--- config.mk ---
export PLATFORM = sky130hd
export DESIGN_NAME = cache_ctrl
export DESIGN_NICKNAME = d
export VERILOG_FILES = /design/src/rtl/cache_pkg.sv /design/src/rtl/cache_ctrl.sv
export SDC_FILE = /design/constraint.sdc
export NUM_CORES = 1
export LEC_CHECK = 0
export BUFFER_PORTS_ARGS = -buffer_cell sky130_fd_sc_hd__buf_2
export CAP_MARGIN = 0
export CORE_AREA = 2 2 469 471
export CTS_CLUSTER_SIZE = 10
export DETAILED_ROUTE_END_ITERATION = 12
export DIE_AREA = 0 0 471 473
export GPL_ROUTABILITY_DRIVEN = 0
export MAX_ROUTING_LAYER = met4
export PLACE_DENSITY = 0.3
export SLEW_MARGIN = 25
export SYNTH_ARGS = -nofsm -noshare
export SYNTH_HDL_FRONTEND = slang
export SYNTH_SLANG_ARGS = --single-unit
--- constraint.sdc ---
create_clock -name clk -period 10 [get_ports clk]
set_clock_uncertainty 0.05 [all_clocks]
set_input_delay 0.5 -clock clk [delete_from_list [all_inputs] [get_ports clk]]
set_output_delay 0.5 -clock clk [all_outputs]
set_load 0.02 [all_outputs]
--- src/rtl/cache_pkg.sv ---
package cache_pkg;

	// address and word widths
	localparam int ADDR_LEN = 32;
	localparam int DATA_LEN = 64;
	localparam int STRB_LEN = 8;

	// 16 sets of two ways, 32-byte blocks
	localparam int OFFSET_LEN = 5;
	localparam int INDEX_LEN = 4;
	localparam int SET_NUM = 16;
	localparam int TAG_LEN = 23;
	localparam int WAY_NUM = 2;
	localparam int BANK_PER_WAY = 4;
	localparam int BANK_SEL_LEN = 2;
	localparam int BLOCK_LEN = 256;

	localparam logic [7:0] LFSR_SEED = 8'hb5;

	typedef logic [ADDR_LEN-1:0] addr_t;
	typedef logic [DATA_LEN-1:0] data_t;
	typedef logic [STRB_LEN-1:0] strb_t;
	typedef logic [TAG_LEN-1:0] tag_t;
	typedef logic [INDEX_LEN-1:0] index_t;
	typedef logic [BANK_SEL_LEN-1:0] bank_sel_t;
	typedef logic [WAY_NUM-1:0] way_mask_t;
	// word 0 in the low bits
	typedef logic [BLOCK_LEN-1:0] block_t;

	typedef enum logic {
		op_load,
		op_store
	} req_op_e;

	typedef enum logic [2:0] {
		st_idle,
		st_lookup,
		st_miss,
		st_replace,
		st_refill
	} main_state_e;

	typedef enum logic {
		wr_idle,
		wr_write
	} write_state_e;

endpackage

--- src/rtl/cache_ctrl.sv ---
`timescale 1ns/10ps

module cache_ctrl (
	input  logic clk,
	input  logic rst,
	input  logic req_valid,
	input  cache_pkg::req_op_e req_op,
	input  cache_pkg::addr_t req_addr,
	input  cache_pkg::strb_t wstrb,
	input  cache_pkg::data_t wdata,
	output logic addr_ok,
	output logic data_ok,
	output cache_pkg::data_t rdata,
	output logic mem_wr_valid,
	output cache_pkg::addr_t mem_wr_addr,
	output cache_pkg::block_t mem_wr_data,
	input  logic mem_wr_ready,
	output logic mem_rd_valid,
	output cache_pkg::addr_t mem_rd_addr,
	input  logic mem_rd_dvalid,
	input  logic mem_rd_last,
	input  cache_pkg::data_t mem_rd_data,
	output logic tag_rd_en,
	output logic data_rd_en,
	output cache_pkg::index_t rd_index,
	output cache_pkg::bank_sel_t rd_bank,
	input  cache_pkg::tag_t way_tag [cache_pkg::WAY_NUM],
	input  cache_pkg::way_mask_t way_valid,
	input  cache_pkg::way_mask_t way_dirty,
	input  cache_pkg::data_t way_word [cache_pkg::WAY_NUM],
	input  cache_pkg::way_mask_t victim_way,
	output logic fill_en,
	output cache_pkg::way_mask_t fill_way,
	output cache_pkg::index_t fill_index,
	output cache_pkg::bank_sel_t fill_bank,
	output cache_pkg::data_t fill_data,
	output cache_pkg::tag_t fill_tag,
	output logic fill_dirty,
	output logic blk_en,
	output cache_pkg::way_mask_t blk_way,
	output cache_pkg::index_t blk_index,
	input  cache_pkg::block_t blk_data,
	output logic store_hit,
	output cache_pkg::way_mask_t hit_way,
	output cache_pkg::index_t hit_index,
	output cache_pkg::bank_sel_t hit_bank,
	output cache_pkg::strb_t hit_strb,
	output cache_pkg::data_t hit_data,
	input  logic busy,
	input  cache_pkg::index_t wb_index,
	input  cache_pkg::bank_sel_t wb_bank
);
	import cache_pkg::*;

	main_state_e state;
	main_state_e state_nxt;
	tag_t req_tag;
	index_t req_index;
	bank_sel_t req_bank;
	req_op_e rb_op;
	tag_t rb_tag;
	index_t rb_index;
	bank_sel_t rb_bank;
	strb_t rb_strb;
	data_t rb_data;
	way_mask_t mb_way;
	tag_t mb_tag;
	index_t mb_index;
	bank_sel_t beat_cnt;
	logic fill_done;
	logic miss_ok;
	data_t miss_word;
	way_mask_t way_hit;
	logic hit;
	logic raw_conflict;
	logic wb_conflict;
	logic accept;

	assign req_tag = req_addr[ADDR_LEN-1 -: TAG_LEN];
	assign req_index = req_addr[OFFSET_LEN +: INDEX_LEN];
	assign req_bank = req_addr[OFFSET_LEN-BANK_SEL_LEN +: BANK_SEL_LEN];

	always_comb begin
		for (int w = 0; w < WAY_NUM; w++) begin
			way_hit[w] = (state == st_lookup) && way_valid[w] && (way_tag[w] == rb_tag);
		end
	end
	assign hit = |way_hit;

	// load to the word a store hit in lookup is about to write
	assign raw_conflict = hit && (rb_op == op_store) && (req_op == op_load) &&
		({req_tag, req_index, req_bank} == {rb_tag, rb_index, rb_bank});
	// loads need the bank port, stores only clash on the same word
	assign wb_conflict = busy && (req_bank == wb_bank) &&
		((req_op == op_load) || (req_index == wb_index));
	assign addr_ok = !(req_valid && (raw_conflict || wb_conflict)) &&
		((state == st_idle) || hit);
	assign accept = req_valid && addr_ok;

	always_comb begin
		state_nxt = state;
		case (state)
			st_idle: begin
				if (accept) begin
					state_nxt = st_lookup;
				end
			end
			st_lookup: begin
				if (hit) begin
					state_nxt = accept ? st_lookup : st_idle;
				end else if ((victim_way & way_valid & way_dirty) != '0) begin
					state_nxt = st_miss;
				end else begin
					state_nxt = st_refill;
				end
			end
			st_miss: begin
				if (mem_wr_ready) begin
					state_nxt = st_replace;
				end
			end
			st_replace: state_nxt = st_refill;
			st_refill: begin
				if (fill_done) begin
					state_nxt = st_idle;
				end
			end
			default: state_nxt = st_idle;
		endcase
	end

	always_ff @(posedge clk) begin
		if (rst) begin
			state <= st_idle;
		end else begin
			state <= state_nxt;
		end
	end

	// request buffer
	always_ff @(posedge clk) begin
		if (accept) begin
			rb_op <= req_op;
			rb_tag <= req_tag;
			rb_index <= req_index;
			rb_bank <= req_bank;
			rb_strb <= wstrb;
			rb_data <= wdata;
		end
	end

	// miss buffer, taken at the end of a missing lookup
	always_ff @(posedge clk) begin
		if ((state == st_lookup) && !hit) begin
			mb_way <= victim_way;
			mb_tag <= victim_way[1] ? way_tag[1] : way_tag[0];
			mb_index <= rb_index;
		end
	end

	// refill beats, load data_ok one cycle after its word
	always_ff @(posedge clk) begin
		if (rst || (state != st_refill)) begin
			beat_cnt <= '0;
			fill_done <= 1'b0;
			miss_ok <= 1'b0;
		end else begin
			miss_ok <= fill_en && (beat_cnt == rb_bank) && (rb_op == op_load);
			if (fill_en) begin
				beat_cnt <= beat_cnt + 1'b1;
				fill_done <= mem_rd_last;
			end
		end
	end

	always_ff @(posedge clk) begin
		if (fill_en && (beat_cnt == rb_bank)) begin
			miss_word <= mem_rd_data;
		end
	end

	// pending store bytes win over the fetched word
	always_comb begin
		fill_data = mem_rd_data;
		if ((rb_op == op_store) && (beat_cnt == rb_bank)) begin
			for (int b = 0; b < STRB_LEN; b++) begin
				if (rb_strb[b]) begin
					fill_data[b*8 +: 8] = rb_data[b*8 +: 8];
				end
			end
		end
	end

	assign data_ok = ((state == st_lookup) && (hit || (rb_op == op_store))) || miss_ok;
	assign rdata = hit ? (way_hit[1] ? way_word[1] : way_word[0]) : miss_word;

	assign tag_rd_en = accept;
	assign data_rd_en = accept && (req_op == op_load);
	assign rd_index = req_index;
	assign rd_bank = req_bank;

	assign store_hit = hit && (rb_op == op_store);
	assign hit_way = way_hit;
	assign hit_index = rb_index;
	assign hit_bank = rb_bank;
	assign hit_strb = rb_strb;
	assign hit_data = rb_data;

	assign blk_en = (state == st_miss) && mem_wr_ready;
	assign blk_way = mb_way;
	assign blk_index = mb_index;
	assign mem_wr_valid = (state == st_replace);
	assign mem_wr_addr = {mb_tag, mb_index, {OFFSET_LEN{1'b0}}};
	assign mem_wr_data = blk_data;

	assign mem_rd_valid = (state == st_refill) && !fill_done;
	assign mem_rd_addr = {rb_tag, rb_index, {OFFSET_LEN{1'b0}}};
	assign fill_en = mem_rd_valid && mem_rd_dvalid;
	assign fill_way = mb_way;
	assign fill_index = rb_index;
	assign fill_bank = beat_cnt;
	assign fill_tag = rb_tag;
	assign fill_dirty = (rb_op == op_store);

	// the last flag comes with the fourth beat
	a_last_beat: assert property (@(posedge clk) disable iff (rst)
		(fill_en && mem_rd_last) |-> (beat_cnt == bank_sel_t'(BANK_PER_WAY - 1)));

endmodule

# [Word-level counts from Yosys, hierarchy flattened]
# Index checks and enable logic that the tools add are counted.
[word_totals] register_bits=202 latch_bits=0 mem_bits_rw=0 romBits=0 out_inout_bits=581 wordCells=86 memories=0
[classes] addsub=1 mul=0 div_mod_pow=0 n_lt_le_gt_ge=0 eq_ne=14 n_shift=0 n_mux=19 bitwise=4 n_reduce_logical=34
[op_table] cell="$mux W64" n=3
[op_table] cell="$mux W8" n=8
[op_table] cell="$eq A23 B23 Y1" n=2
[op_table] cell="$eq A29 B29 Y1" n=1
[op_table] cell="$mux W23" n=1
[op_table] cell="$logic_and A1 B1 Y1" n=21
[op_table] cell="$mux W3" n=5
[op_table] cell="$pmux W3 S5" n=1
[op_table] cell="$eq A3 B2 Y1 const B" n=2
[op_table] cell="$logic_or A1 B1 Y1" n=6
[op_table] cell="$ne A2 B2 Y1 const B" n=3
[op_table] cell="$and A2 B2 Y2" n=2
[op_table] cell="$eq A2 B2 Y1" n=2
[op_table] cell="$eq A4 B4 Y1" n=1
[op_table] cell="$eq A3 B1 Y1 const B" n=1
[op_table] cell="$eq A3 B3 Y1 const B" n=1
[op_table] cell="$logic_not A1 Y1" n=3
[op_table] cell="$logic_not A3 Y1" n=1
[op_table] cell="$ne A3 B3 Y1 const B" n=1
[op_table] cell="$reduce_and A3 Y1" n=1
[op_table] cell="$add A2 B1 Y2 const B" n=1
[op_table] cell="$not A1 Y1" n=2
[op_table] cell="$reduce_bool A2 Y1" n=1
[op_table] cell="$reduce_or A2 Y1" n=1
[op_table] cell="$mux W1" n=1

# [Longest topological paths before layout]
# Gate-level depths: netlist of run 1.
[depth] word_depth=15 ltp_mapped=8

# [Least setup slack after synthesis of run 1]
# OpenSTA, ideal clock, no wires.
[synth_path] path_type="register -> register" from="register rb_tag[22], in the netlist fill_tag[22]" to="register rb_op, in the netlist fill_dirty, enable pin" setup_time_ps=610 arrival_ps=7184 t_required_ps=9340 slack_ps=2156 path_stages_with_launch=8 period_less_slack_ps=7844 cell_sequence="edfxtp_1 xor2_1 or4b_1 nor4_2 nand2_1 buf_6 a21bo_2 a21oi_1"
[synth_between] elab_chain_cells=11 word_cells_on_any_way=15 cone_classes="eq/ne (3); reduce/logical (12)"
[synth_rtl] element="start: declaration" line="cache_ctrl.sv:61" rtl="tag_t rb_tag;"
[synth_rtl] element="start signal: assignment" line="cache_ctrl.sv:144" rtl="rb_tag <= req_tag;"
[synth_rtl] element="$eq A23 B23 Y1" line="cache_ctrl.sv:85" rtl="way_hit[w] = (state == st_lookup) && way_valid[w] && (way_tag[w] == rb_tag);"
[synth_rtl] element="$logic_and A1 B1 Y1" line="cache_ctrl.sv:85"
[synth_rtl] element="$reduce_or A2 Y1" line="cache_ctrl.sv:88" rtl="assign hit = |way_hit;"
[synth_rtl] element="$logic_and A1 B1 Y1 (3 in a row)" line="cache_ctrl.sv:91" rtl="assign raw_conflict = hit && (rb_op == op_store) && (req_op == op_load) &&"
[synth_rtl] element="$logic_or A1 B1 Y1" line="cache_ctrl.sv:96" rtl="assign addr_ok = !(req_valid && (raw_conflict || wb_conflict)) &&"
[synth_rtl] element="$logic_and A1 B1 Y1" line="cache_ctrl.sv:96"
[synth_rtl] element="$logic_not A1 Y1" line="cache_ctrl.sv:96"
[synth_rtl] element="$logic_and A1 B1 Y1 (*)" line="cache_ctrl.sv:96"
[synth_rtl] element="$logic_and A1 B1 Y1 (*)" line="cache_ctrl.sv:98" rtl="assign accept = req_valid && addr_ok;"
[synth_rtl] element="named net tag_rd_en" line="cache_ctrl.sv:23" rtl="output logic tag_rd_en,"
[synth_rtl] element="end signal: assignment" line="cache_ctrl.sv:143" rtl="rb_op <= req_op;"
[synth_rtl] element="end: declaration" line="cache_ctrl.sv:60" rtl="req_op_e rb_op;"
# The timed path passes the listed nets; every way through them passes the cells marked *.
# A chain may end at the register's enable or synchronous reset.

# [Final worst setup path of run 1]
[layout_path] from="register rb_tag[20], in the netlist fill_tag[20]" to="output port rdata[28]"
[layout_between] elab_chain_cells=4 word_cells_on_any_way=7 cone_classes="eq/ne (2); mux (2); reduce/logical (3)"
[layout_rtl] element="$eq A23 B23 Y1" line="cache_ctrl.sv:85"
[layout_rtl] element="$logic_and A1 B1 Y1" line="cache_ctrl.sv:85"
[layout_rtl] element="$mux W64 or $reduce_or A2 Y1 (tied branches)" line="cache_ctrl.sv:195, cache_ctrl.sv:88"
[layout_rtl] element="$mux W64 (*)" line="cache_ctrl.sv:195" rtl="assign rdata = hit ? (way_hit[1] ? way_word[1] : way_word[0]) : miss_word;"
[layout_rtl] element="end: declaration" line="cache_ctrl.sv:13" rtl="output cache_pkg::data_t rdata,"
# Mark *: on every way between the ends. The rest lies on a longest branch, timed or not.

==> out/summary.txt, run 1 <==
Clock root cell - clkbuf_16
Die area - 223,000 sq um
Final hold slack - 0.0753 ns
Share of layout cells above drive strength 1 - 0.521
Setup TNS - 0 ns
Pin count of the biggest net entering global routing - 68
Initial cell density of the core - 0.0553
Final worst setup slack - 4.97 ns
Number of flops mapped to enable cells by yosys - 195
Pint - 1.90 mW
Critical Path AT - 4.48 ns
Initial antenna violation count - 90
Footprint of the multi-input gates - 3660 sq um
Slew headroom - 0.288
Fmax - 199 MHz
Switching power - 0.990 mW
Fin. Hold Viols - 0
Synth async-reset ratio - 0
CP Launch Type - register
Total grt overflow - 0
Max-slew violations - 0
Row cnt - 172
Initial DRC Count - 459
Vias per cell - 2.31
P_leak - 7.42 nW
Max rail drop VDD - 139 uV
Post-synthesis sequential element count - 202
DR vias - 10,400
Commonest cells post-synth - 309 x buf_4, 195 x edfxtp_1, 87 x mux2_2
CTS tree - yes
# clock sinks - 202
Yosys cell types - 38
Comb power frac - 0.215
Worst reg2reg path endpoint - hit_data[3]
Dpl cell area - 16,700 sq um
Post-CTS Resized - 0
Crit. Startpoint - fill_tag[20]
Antenna viol nets, final - 0
Worst hold start - mem_rd_data[12]
Layout Area Growth over Synthesis - 60.5%
Most common cell in the netlist - buf_4
Hold Crit Class - in2reg
Kind of end point of the critical path - output port
Fillers - 25,500
Num CTS Buffers - 31
DRT Pass-1 Iters - 5
Clk_lat worst skew - 0.65 ns
Mapped Avg Cell Area - 11.9 sq um
Synth Instances - 1,016
Hpwl dp - 114,000 um
Max Cap Viol - 0
Clock power frac - 0.397
Tightest Pin Transition - 1.07 ns
Die X - 471 um
Post-layout net count - 2,177
Sw Share - 0.343
Fin util - 0.0888
Pwr/cell area - 149 nW/um^2
Mapped cell area - 12,100 sq um
Post-DR wirelength/cell - 28.2 um
WL final - 127,000 um
Finished Cell Area - 19,400 sq um
Synth Flop Type - edfxtp_1
Reg area - 6000 sq um
Die height - 473 um
Total GRT Usage - 0.112
Minimum clock period - 5.03 ns
First-pass GRT wire length - 151,000 um
Yosys top cell area share - 0.485
Power share of the sequential group - 0.388
Worst Hold Path EP - miss_word[12]
Final Cycle Share - 0.503
Final Setup Violations - 0
Worst slack, placed - 5.34 ns
Peak fanout along the critical path - 67
Max clock buf depth - 3
Status - finished clean
Total chip power - 2.89 mW
Core area - 218,000 sq um
Clock slew at reported path FFs - 0.06 ns
Port Buffers - 673
Synth area leader - edfxtp_1
Vias in the first global route - 10,800
Number of top-level pins - 1,199
Placed Cells incl. Taps - 4,246
Kind of critical path - reg2out
YS warnings - 0
Synth top area cells - edfxtp_1 48%, buf_4 19%, mux2_2 8.1%, mux2i_1 5.3%, xnor2_1 4.6%
DRC violations left - 0
Hold path depth - 1
Non-filler cells, final - 4,515
RSZ-0062 raised after global routing - false
Cells on worst reg2reg path - 8
Flop-to-flop setup slack - 5.45 ns
Worst r2r src - fill_tag[22]
Register area share after synthesis - 0.496
CP Data Required Time - 9.45 ns
H-tree levels - 1
flip-flops by register name, indices dropped and copies added (netlist names):
name	flops
state	3
mb_tag	23
fill_dirty	1
blk_index	4
miss_word	64
hit_strb	8
hit_data	64
fill_bank	2
fill_done	1
fill_index	4
miss_ok	1
blk_way	2
fill_tag	23
hit_bank	2
layer usage:
layer | vias up | share of wire | track usage
met5 | - | 0 | -
met4 | 0 | 0.041 | 0.0425
met3 | 257 | 0.18 | 0.0815
met2 | 884 | 0.53 | 0.204
met1 | 4789 | 0.25 | 0.0821
li1 | 4490 | - | -
kinds of logic after synthesis:
logic type                after synthesis  share of synthesized area
buffers and inverters                 339                      0.206
and+or+nand+nor                       157                     0.0647
AOI/OAI and AO/OA                      79                     0.0357
DFF                                   202                      0.496
other                                   1                   0.000311
xor gates and xnor gates               87                     0.0631
muxes                                 151                      0.134
power by group through the flow:
| stage | sequential (mW) | clock, mW | combinational, mW |
|---|---|---|---|
| after global routing | 1.13 | 1.23 | 0.661 |
| after CTS | 1.13 | 1.22 | 0.637 |
| after global placement | 1.15 | 0 | 0.580 |
| final | 1.12 | 1.15 | 0.621 |
| after detailed placement | 1.15 | 0 | 0.578 |
| after floorplan | 1.17 | 0 | 0.378 |
worst max-delay path: stages, from the launching register on:
cell and delay [ns]:
edfxtp_1 0.61, xnor2_1 0.45, nand4_1 0.15, nor4b_1 0.39, nand4_1 0.31, buf_4 0.42, buf_4 0.46, a21oi_1 0.58
buf_2 0.29
final cells by class:
cell class / instances / area share
sequential: 202 / 0.309
timing repair buffer: 836 / 0.256
multi-input combinational: 484 / 0.189
tap: 2871 / 0.185
clock buffer: 37 / 0.0412
clock inverter: 19 / 0.0102
antenna: 62 / 0.00800
inverter: 4 / 0.000774
cells in the final DEF, fill, tap and decap left out, drive strengths merged, types with 12 or more instances in the layout:
cell type | netlist | routed
a21oi | 69 | 69
buf | 324 | 685
clkbuf | 11 | 37
diode | 0 | 62
dlygate4sd3 | 0 | 151
edfxtp | 195 | 195
mux2 | 87 | 87
mux2i | 64 | 64
nand2 | 22 | 22
nand4 | 27 | 27
nor2 | 72 | 72
nor4 | 12 | 12
xnor2 | 63 | 63
xor2 | 24 | 24
how the worst max path moves through the flow:
| stage | endpoint | slack (ns) |
|---|---|---|
| finish | rdata[28] | 4.97 |
| global route | rdata[28] | 4.79 |
| CTS | rdata[28] | 4.83 |
| detailed placement | hit_data[6] | 5.34 |
| global placement | hit_data[5] | 5.38 |
| floorplan | fill_dirty | 2.16 |
what timing repair did:
item,in CTS,in global routing
buffers inserted,0,0
hold endpoints to repair,151,0
hold buffers,151,0
No activity file was read; power rests on OpenSTA's default activity.
==> inputs of run 2 (changes only) <==
- CORE_AREA: 2 2 469 471 -> 2 2 468 470
- DIE_AREA: 0 0 471 473 -> 0 0 470 472
- clock period: 10 -> 4.6 ns (I/O delays scaled with it)
==> run 2 against run 1 <==
Net effect: worst setup slack worse by 4.7 ns; utilization is 0.42 points higher; final area rose by 3.9%; clock power is 100% higher; largest cell class unchanged; hold slack better by 0.064 ns; count of clock-buffer cells in the layout shrank 2; die area is 0.42% lower; largest power group is now registers.
==> out/summary.txt, run 2 (synthesized netlist as in run 1, its figures left out) <==
Status - finished clean
Clk_lat worst skew - 0.63 ns (-0.02 ns)
First-pass GRT wire length - 151,000 um (+0.41%)
Initial DRC Count - 450 (-2.0%)
Critical Path Slowest Stage Cell - xnor2_1
Initial cell density of the core - 0.0558 (+0.000434)
Port Buffers - 673 (unchanged)
Share of layout cells above drive strength 1 - 0.504 (-0.0176)
Die height - 472 um (-0.21%)
Most common cell after layout, fill and taps aside - buf_2
Initial antenna violation count - 96 (+6.7%)
Critical Path AT - 4.09 ns (-0.39 ns)
Total grt overflow - 0 (unchanged)
Max rail drop VDD - 283 uV (+100%)
Cell breakdown of the critical path - xnor2_1, nand4_1, nor4_1, nand4_1, buf_12, buf_4, nor2_1, buf_4, a21oi_1, buf_2
Pin count of the biggest net entering global routing - 118 (+74%)
Slew headroom - 0.326 (+0.0376)
H-tree levels - 1 (unchanged)
CP bufs+invs - 4 (+1)
Max Cap Viol - 0 (unchanged)
DR vias - 10,700 (+2.3%)
Max clock buf depth - 3 (unchanged)
Tightest Pin Transition - 1.01 ns (-0.0563 ns)
Post-layout net count - 2,254 (+3.5%)
Max-slew violations - 0 (unchanged)
CTS tree - yes
Kind of end point of the critical path - output port
Row cnt - 171 (-0.58%)
Total chip power - 6.20 mW (+110%)
Post-DR wirelength/cell - 27.6 um (-2.2%)
DRC violations left - 0 (unchanged)
Reg area - 6000 sq um (unchanged)
DRT Pass-1 Iters - 4 (-1)
P_leak - 7.74 nW (+4.3%)
Final Setup Violations - 0 (unchanged)
Clock slew at reported path FFs - 0.06 ns (about the same)
Vias in the first global route - 11,000 (+2.2%)
Vias per cell - 2.32 (+0.72%)
Peak fanout along the critical path - 117 (+75%)
Footprint of the multi-input gates - 3670 sq um (+0.14%)
Die area - 222,000 sq um (-0.42%)
Max stage delay on crit path - 0.62 ns (about the same)
Hold Crit Class - in2reg
Total GRT Usage - 0.112 (about the same)
Hpwl dp - 113,000 um (-0.70%)
CP Launch Type - register
Layout Area Growth over Synthesis - 66.8%
Family with the most delay on the worst path - buffers and inverters
Most frequent cells in the layout - 673 x buf_2, 218 x dlygate4sd3_1, 195 x edfxtp_1, 87 x mux2_2, 72 x nor2_1
Fillers - 25,200 (-0.96%)
# clock sinks - 202 (unchanged)
Setup TNS - 0 ns (unchanged)
Die X - 470 um (-0.21%)
Minimum clock period - 4.37 ns
Clock root cell - clkbuf_16
RSZ-0062 raised after global routing - false
Core area - 217,000 sq um (-0.78%)
Kind of critical path - reg2out
Fmax - 229 MHz
CP Data Required Time - 4.32 ns (-5.13 ns)
Antenna viol nets, final - 0 (unchanged)
Number of top-level pins - 1,199 (unchanged)
Num CTS Buffers - 30 (-3.2%)
Fin util - 0.0931 (+0.00421)
Pwr/cell area - 308 nW/um^2 (+110%)
Post-CTS Resized - 0 (unchanged)
Fin. Hold Viols - 0 (unchanged)
Final Cycle Share - 0.949
WL final - 126,000 um (-0.64%)
[run 2: cell types whose count changed in the layout (fill, tap and decap cells not counted), moves of 2 or more]
cell,change
buf_4,+5
nor4_1,-2
clkinv_4,+2
diode_2,+12
nor4_2,+2
inv_6,-3
bufinv_16,-2
buf_12,+5
dlygate4sd3_1,+67
[run 2: worst paths after layout]
path / start / endpoint / slack (ns) / cells past startpoint
worst min-delay path: req_addr[3] / hit_bank[0] / 0.14 / 2
worst max register to register: fill_tag[4] / hit_data[43] / 0.97 / 8
worst max-delay path: fill_tag[5] / rdata[7] / 0.23 / 10
worst min register to register: fill_bank[1] / fill_bank[1] / 0.54 / 2
[run 2: power breakdown]
group / leakage (nW) / internal (mW) / switching, mW / total (mW)
clock: 0.437 / 1.25 / 1.08 / 2.33
combinational: 5.43 / 0.574 / 0.899 / 1.47
sequential: 1.87 / 2.22 / 0.182 / 2.40
total: 7.74 / 4.04 / 2.16 / 6.20
[run 2: stage by stage]
stage	std cells	hold slack (ns)	cell area (sq um)	setup WS, ns
after CTS	4511	0.0717	20000	0.369
after floorplan	1025	0.259	12100	0.362
after global placement	4239	0.356	16800	0.718
after global routing	4584	0.0957	20100	0.0699
after detailed placement	4240	0.358	16900	0.920
final	4585	0.139	20100	0.233
[run 2: layout make-up]
cell class,instances,area share
tap,2854,0.177
timing repair buffer,914,0.288
antenna,74,0.00919
sequential,202,0.298
inverter,4,0.000745
clock inverter,18,0.00683
multi-input combinational,484,0.182
clock buffer,35,0.0382
[run 2: layer usage]
metal,track usage,up-vias,share of wire
met1,0.0834,4923,0.26
li1,-,4664,-
met2,0.204,829,0.53
met3,0.0819,242,0.18
met4,0.0385,0,0.036
met5,-,-,0
[run 2: timing repair]
item,CTS,global route
buffers inserted,0,0
hold endpoints to repair,194,0
hold buffers,218,0
setup endpoints to repair,0,0
==> inputs of run 3 (changes only) <==
- ABC_AREA: default -> 1
- CORE_AREA: 2 2 468 470 -> 2 2 471 473
- DIE_AREA: 0 0 470 472 -> 0 0 473 475
- SLEW_MARGIN: 25 -> 40
==> run 3 against run 2 <==
Net effect: global-route usage up 0.65 points; fmax down 3.0%; first-iteration DRC count increased by 31%; clock power is essentially flat; area after synthesis increased by 4.3%; critical path type unchanged; flip-flop and latch count unchanged.
==> out/summary.txt, run 3 <==
Num CTS Buffers - 31 (+3.3%)
Most common cell in the netlist - buf_4
Setup TNS - 0 ns (unchanged)
# clock sinks - 202 (unchanged)
Worst hold start - req_valid
Minimum clock period - 4.50 ns (+0.137 ns)
Synth Instances - 1,293 (+27%)
Post-layout net count - 2,542 (+13%)
Number of top-level pins - 1,199 (unchanged)
Core area - 219,000 sq um (+1.2%)
RSZ-0062 raised after global routing - false
Fmax - 222 MHz (-3.0%)
CP Launch Type - register
Row cnt - 172 (+0.58%)
Mapped Avg Cell Area - 9.74 sq um (-18%)
Pin count of the biggest net entering global routing - 54 (-54%)
Worst r2r src - fill_tag[17]
YS warnings - 0 (unchanged)
Initial cell density of the core - 0.0575 (+0.00173)
Die X - 473 um (+0.64%)
Max-slew violations - 0 (unchanged)
Hpwl dp - 124,000 um (+9.2%)
Number of flops mapped to enable cells by yosys - 195 (unchanged)
Vias in the first global route - 11,900 (+8.2%)
Synth area leader - edfxtp_1
CTS tree - yes
Synth top area cells - edfxtp_1 46%, buf_4 19%, nand2_1 7.7%, mux2_2 5.7%, mux2i_1 5.0%
Clock root cell - clkbuf_16
Flop-to-flop setup slack - 0.93 ns (-0.04 ns)
Cells on worst reg2reg path - 12 (+4)
Layout Area Growth over Synthesis - 65.2%
Final Cycle Share - 0.979 (+0.0297)
Max rail drop VDD - 352 uV (+24%)
Post-CTS setup buffers - 0 (unchanged)
Max clock buf depth - 3 (unchanged)
DR vias - 12,000 (+13%)
Die area - 225,000 sq um (+1.3%)
Antenna viol nets, final - 0 (unchanged)
Total grt overflow - 0 (unchanged)
Yosys top cell area share - 0.465 (-0.0201)
Post-DR wirelength/cell - 27.9 um (+1.4%)
Dpl cell area - 17,500 sq um (+3.9%)
Clock slew at reported path FFs - 0.06 ns (about the same)
Kind of end point of the critical path - output port
Most common cell after layout, fill and taps aside - buf_2
Peak fanout along the critical path - 21 (-82%)
First-pass GRT wire length - 161,000 um (+6.4%)
Fin. Hold Viols - 0 (unchanged)
Synth Flop Type - edfxtp_1
Initial antenna violation count - 83 (-14%)
DRC violations left - 0 (unchanged)
H-tree levels - 1 (unchanged)
Slew headroom - 0.445 (+0.119)
CP Data Required Time - 4.32 ns (about the same)
Port Buffers - 673 (unchanged)
Finished Cell Area - 20,800 sq um (+3.3%)
Yosys cell types - 34 (-11%)
Hold Crit Class - in2reg
Status - finished clean
Total GRT Usage - 0.119 (+0.00654)
DRT Pass-1 Iters - 5 (+1)
Hold path depth - 5 (+3)
Tightest Pin Transition - 0.809 ns (-0.202 ns)
Clk_lat worst skew - 0.67 ns (+0.04 ns)
Die height - 475 um (+0.64%)
Worst Hold Path EP - state[0]
Critical Path AT - 4.22 ns (+0.13 ns)
Share of layout cells above drive strength 1 - 0.433 (-0.0707)
Initial DRC Count - 588 (+31%)
Pwr/cell area - 381 nW/um^2 (+24%)
Mapped cell area - 12,600 sq um (+4.3%)
Kind of critical path - reg2out
WL final - 136,000 um (+7.9%)
Synth async-reset ratio - 0 (unchanged)
Commonest cells post-synth - 315 x buf_4, 257 x nand2_1, 195 x edfxtp_1
Most frequent cells in the layout - 673 x buf_2, 257 x nand2_1, 215 x dlygate4sd3_1, 195 x edfxtp_1, 90 x inv_1
Post-synthesis sequential element count - 202 (unchanged)
Register area share after synthesis - 0.476 (-0.0206)
Worst reg2reg path endpoint - mb_tag[19]
P_leak - 8.71 nW (+13%)
Vias per cell - 2.46 (+5.7%)
Max Cap Viol - 0 (unchanged)
Final Setup Violations - 0 (unchanged)
==> run 3: cell types whose count changed in the layout (fill, tap and decap cells not counted), moves of 23 or more <==
cell / change
a21oi_1: -63
inv_1: +86
mux2_2: -23
nand2_1: +236
o21ai_0: +87
xnor2_1: -49
==> run 3: critical path, stage by stage (launching register included) <==
cell,delay [ns]
edfxtp_1,0.61
inv_1,0.23
nand2_1,0.17
o21ai_0,0.11
inv_1,0.06
nand3_1,0.08
nor2_1,0.18
nand3_4,0.35
buf_4,0.44
mux2i_1,0.26
o21ai_0,0.71
buf_2,0.30
==> run 3: layer usage <==
| layer | up-vias | track usage | wire [um] |
|---|---|---|---|
| met1 | 5515 | 0.100 | 40000 |
| met2 | 849 | 0.200 | 66900 |
| met3 | 263 | 0.0835 | 23500 |
| met4 | 0 | 0.0483 | 5980 |
| li1 | 5372 | - | - |
| met5 | - | - | 0 |
==> run 3: what timing repair did <==
action / in CTS / in global routing
pin swaps: 0 / 0
hold endpoints to repair: 195 / 0
hold buffers: 215 / 0
gates resized for setup: 1 / 1
endpoints found under the setup margin: 1 / 1
==> run 3: area by class of cell <==
class	instances	area, sq um
fillers	25500	198000
flip-flops and latches	202	6000
repair buffers	924	5870
multi-input cells	662	3840
well taps	2871	3590
clock buffers	36	795
inverters	103	405
diodes	63	158
clock inverters	21	154
==> run 3: metrics by stage <==
step                      total power, mW  instances  hold WS (ns)    util  setup slack, ns
after floorplan                      4.34       1302         0.249       -            0.245
after global placement               5.55       4547         0.356  0.0799            0.729
after detailed placement             5.54       4547         0.358  0.0800            0.707
after CTS                            8.19       4819        0.0389  0.0942           0.0387
after global routing                 8.33       4877         0.100  0.0949          0.00176
final                                7.94       4882         0.115  0.0950           0.0960
==> run 3: power by group <==
part / leakage, nW / internal, mW / switching, mW
Sequential: 1.87 / 2.46 / 0.397
Clock: 0.470 / 1.29 / 1.07
Combinational: 6.37 / 0.844 / 1.87
Total: 8.71 / 4.60 / 3.34
==> run 3: logic make-up (layout without fill, tap and decap cells) <==
family,count (synthesis),after routing,synth area share
mux,127,127,0.107
buf+inv,438,1084,0.227
compound gates,122,122,0.0507
xor+xnor,23,23,0.0160
flops,202,202,0.476
simple gates,380,380,0.123
other cells,1,73,0.000298
==> run 3: worst max path at each step <==
stage                      start      endpoint  slack, ns
global placement    fill_tag[17]     rdata[40]       0.73
CTS                 fill_tag[17]     rdata[40]       0.04
finish              fill_tag[17]     rdata[40]        0.1
global route        fill_tag[17]     rdata[40]      0.002
detailed placement  fill_tag[17]     rdata[40]       0.71
floorplan               state[1]  miss_word[0]       0.24
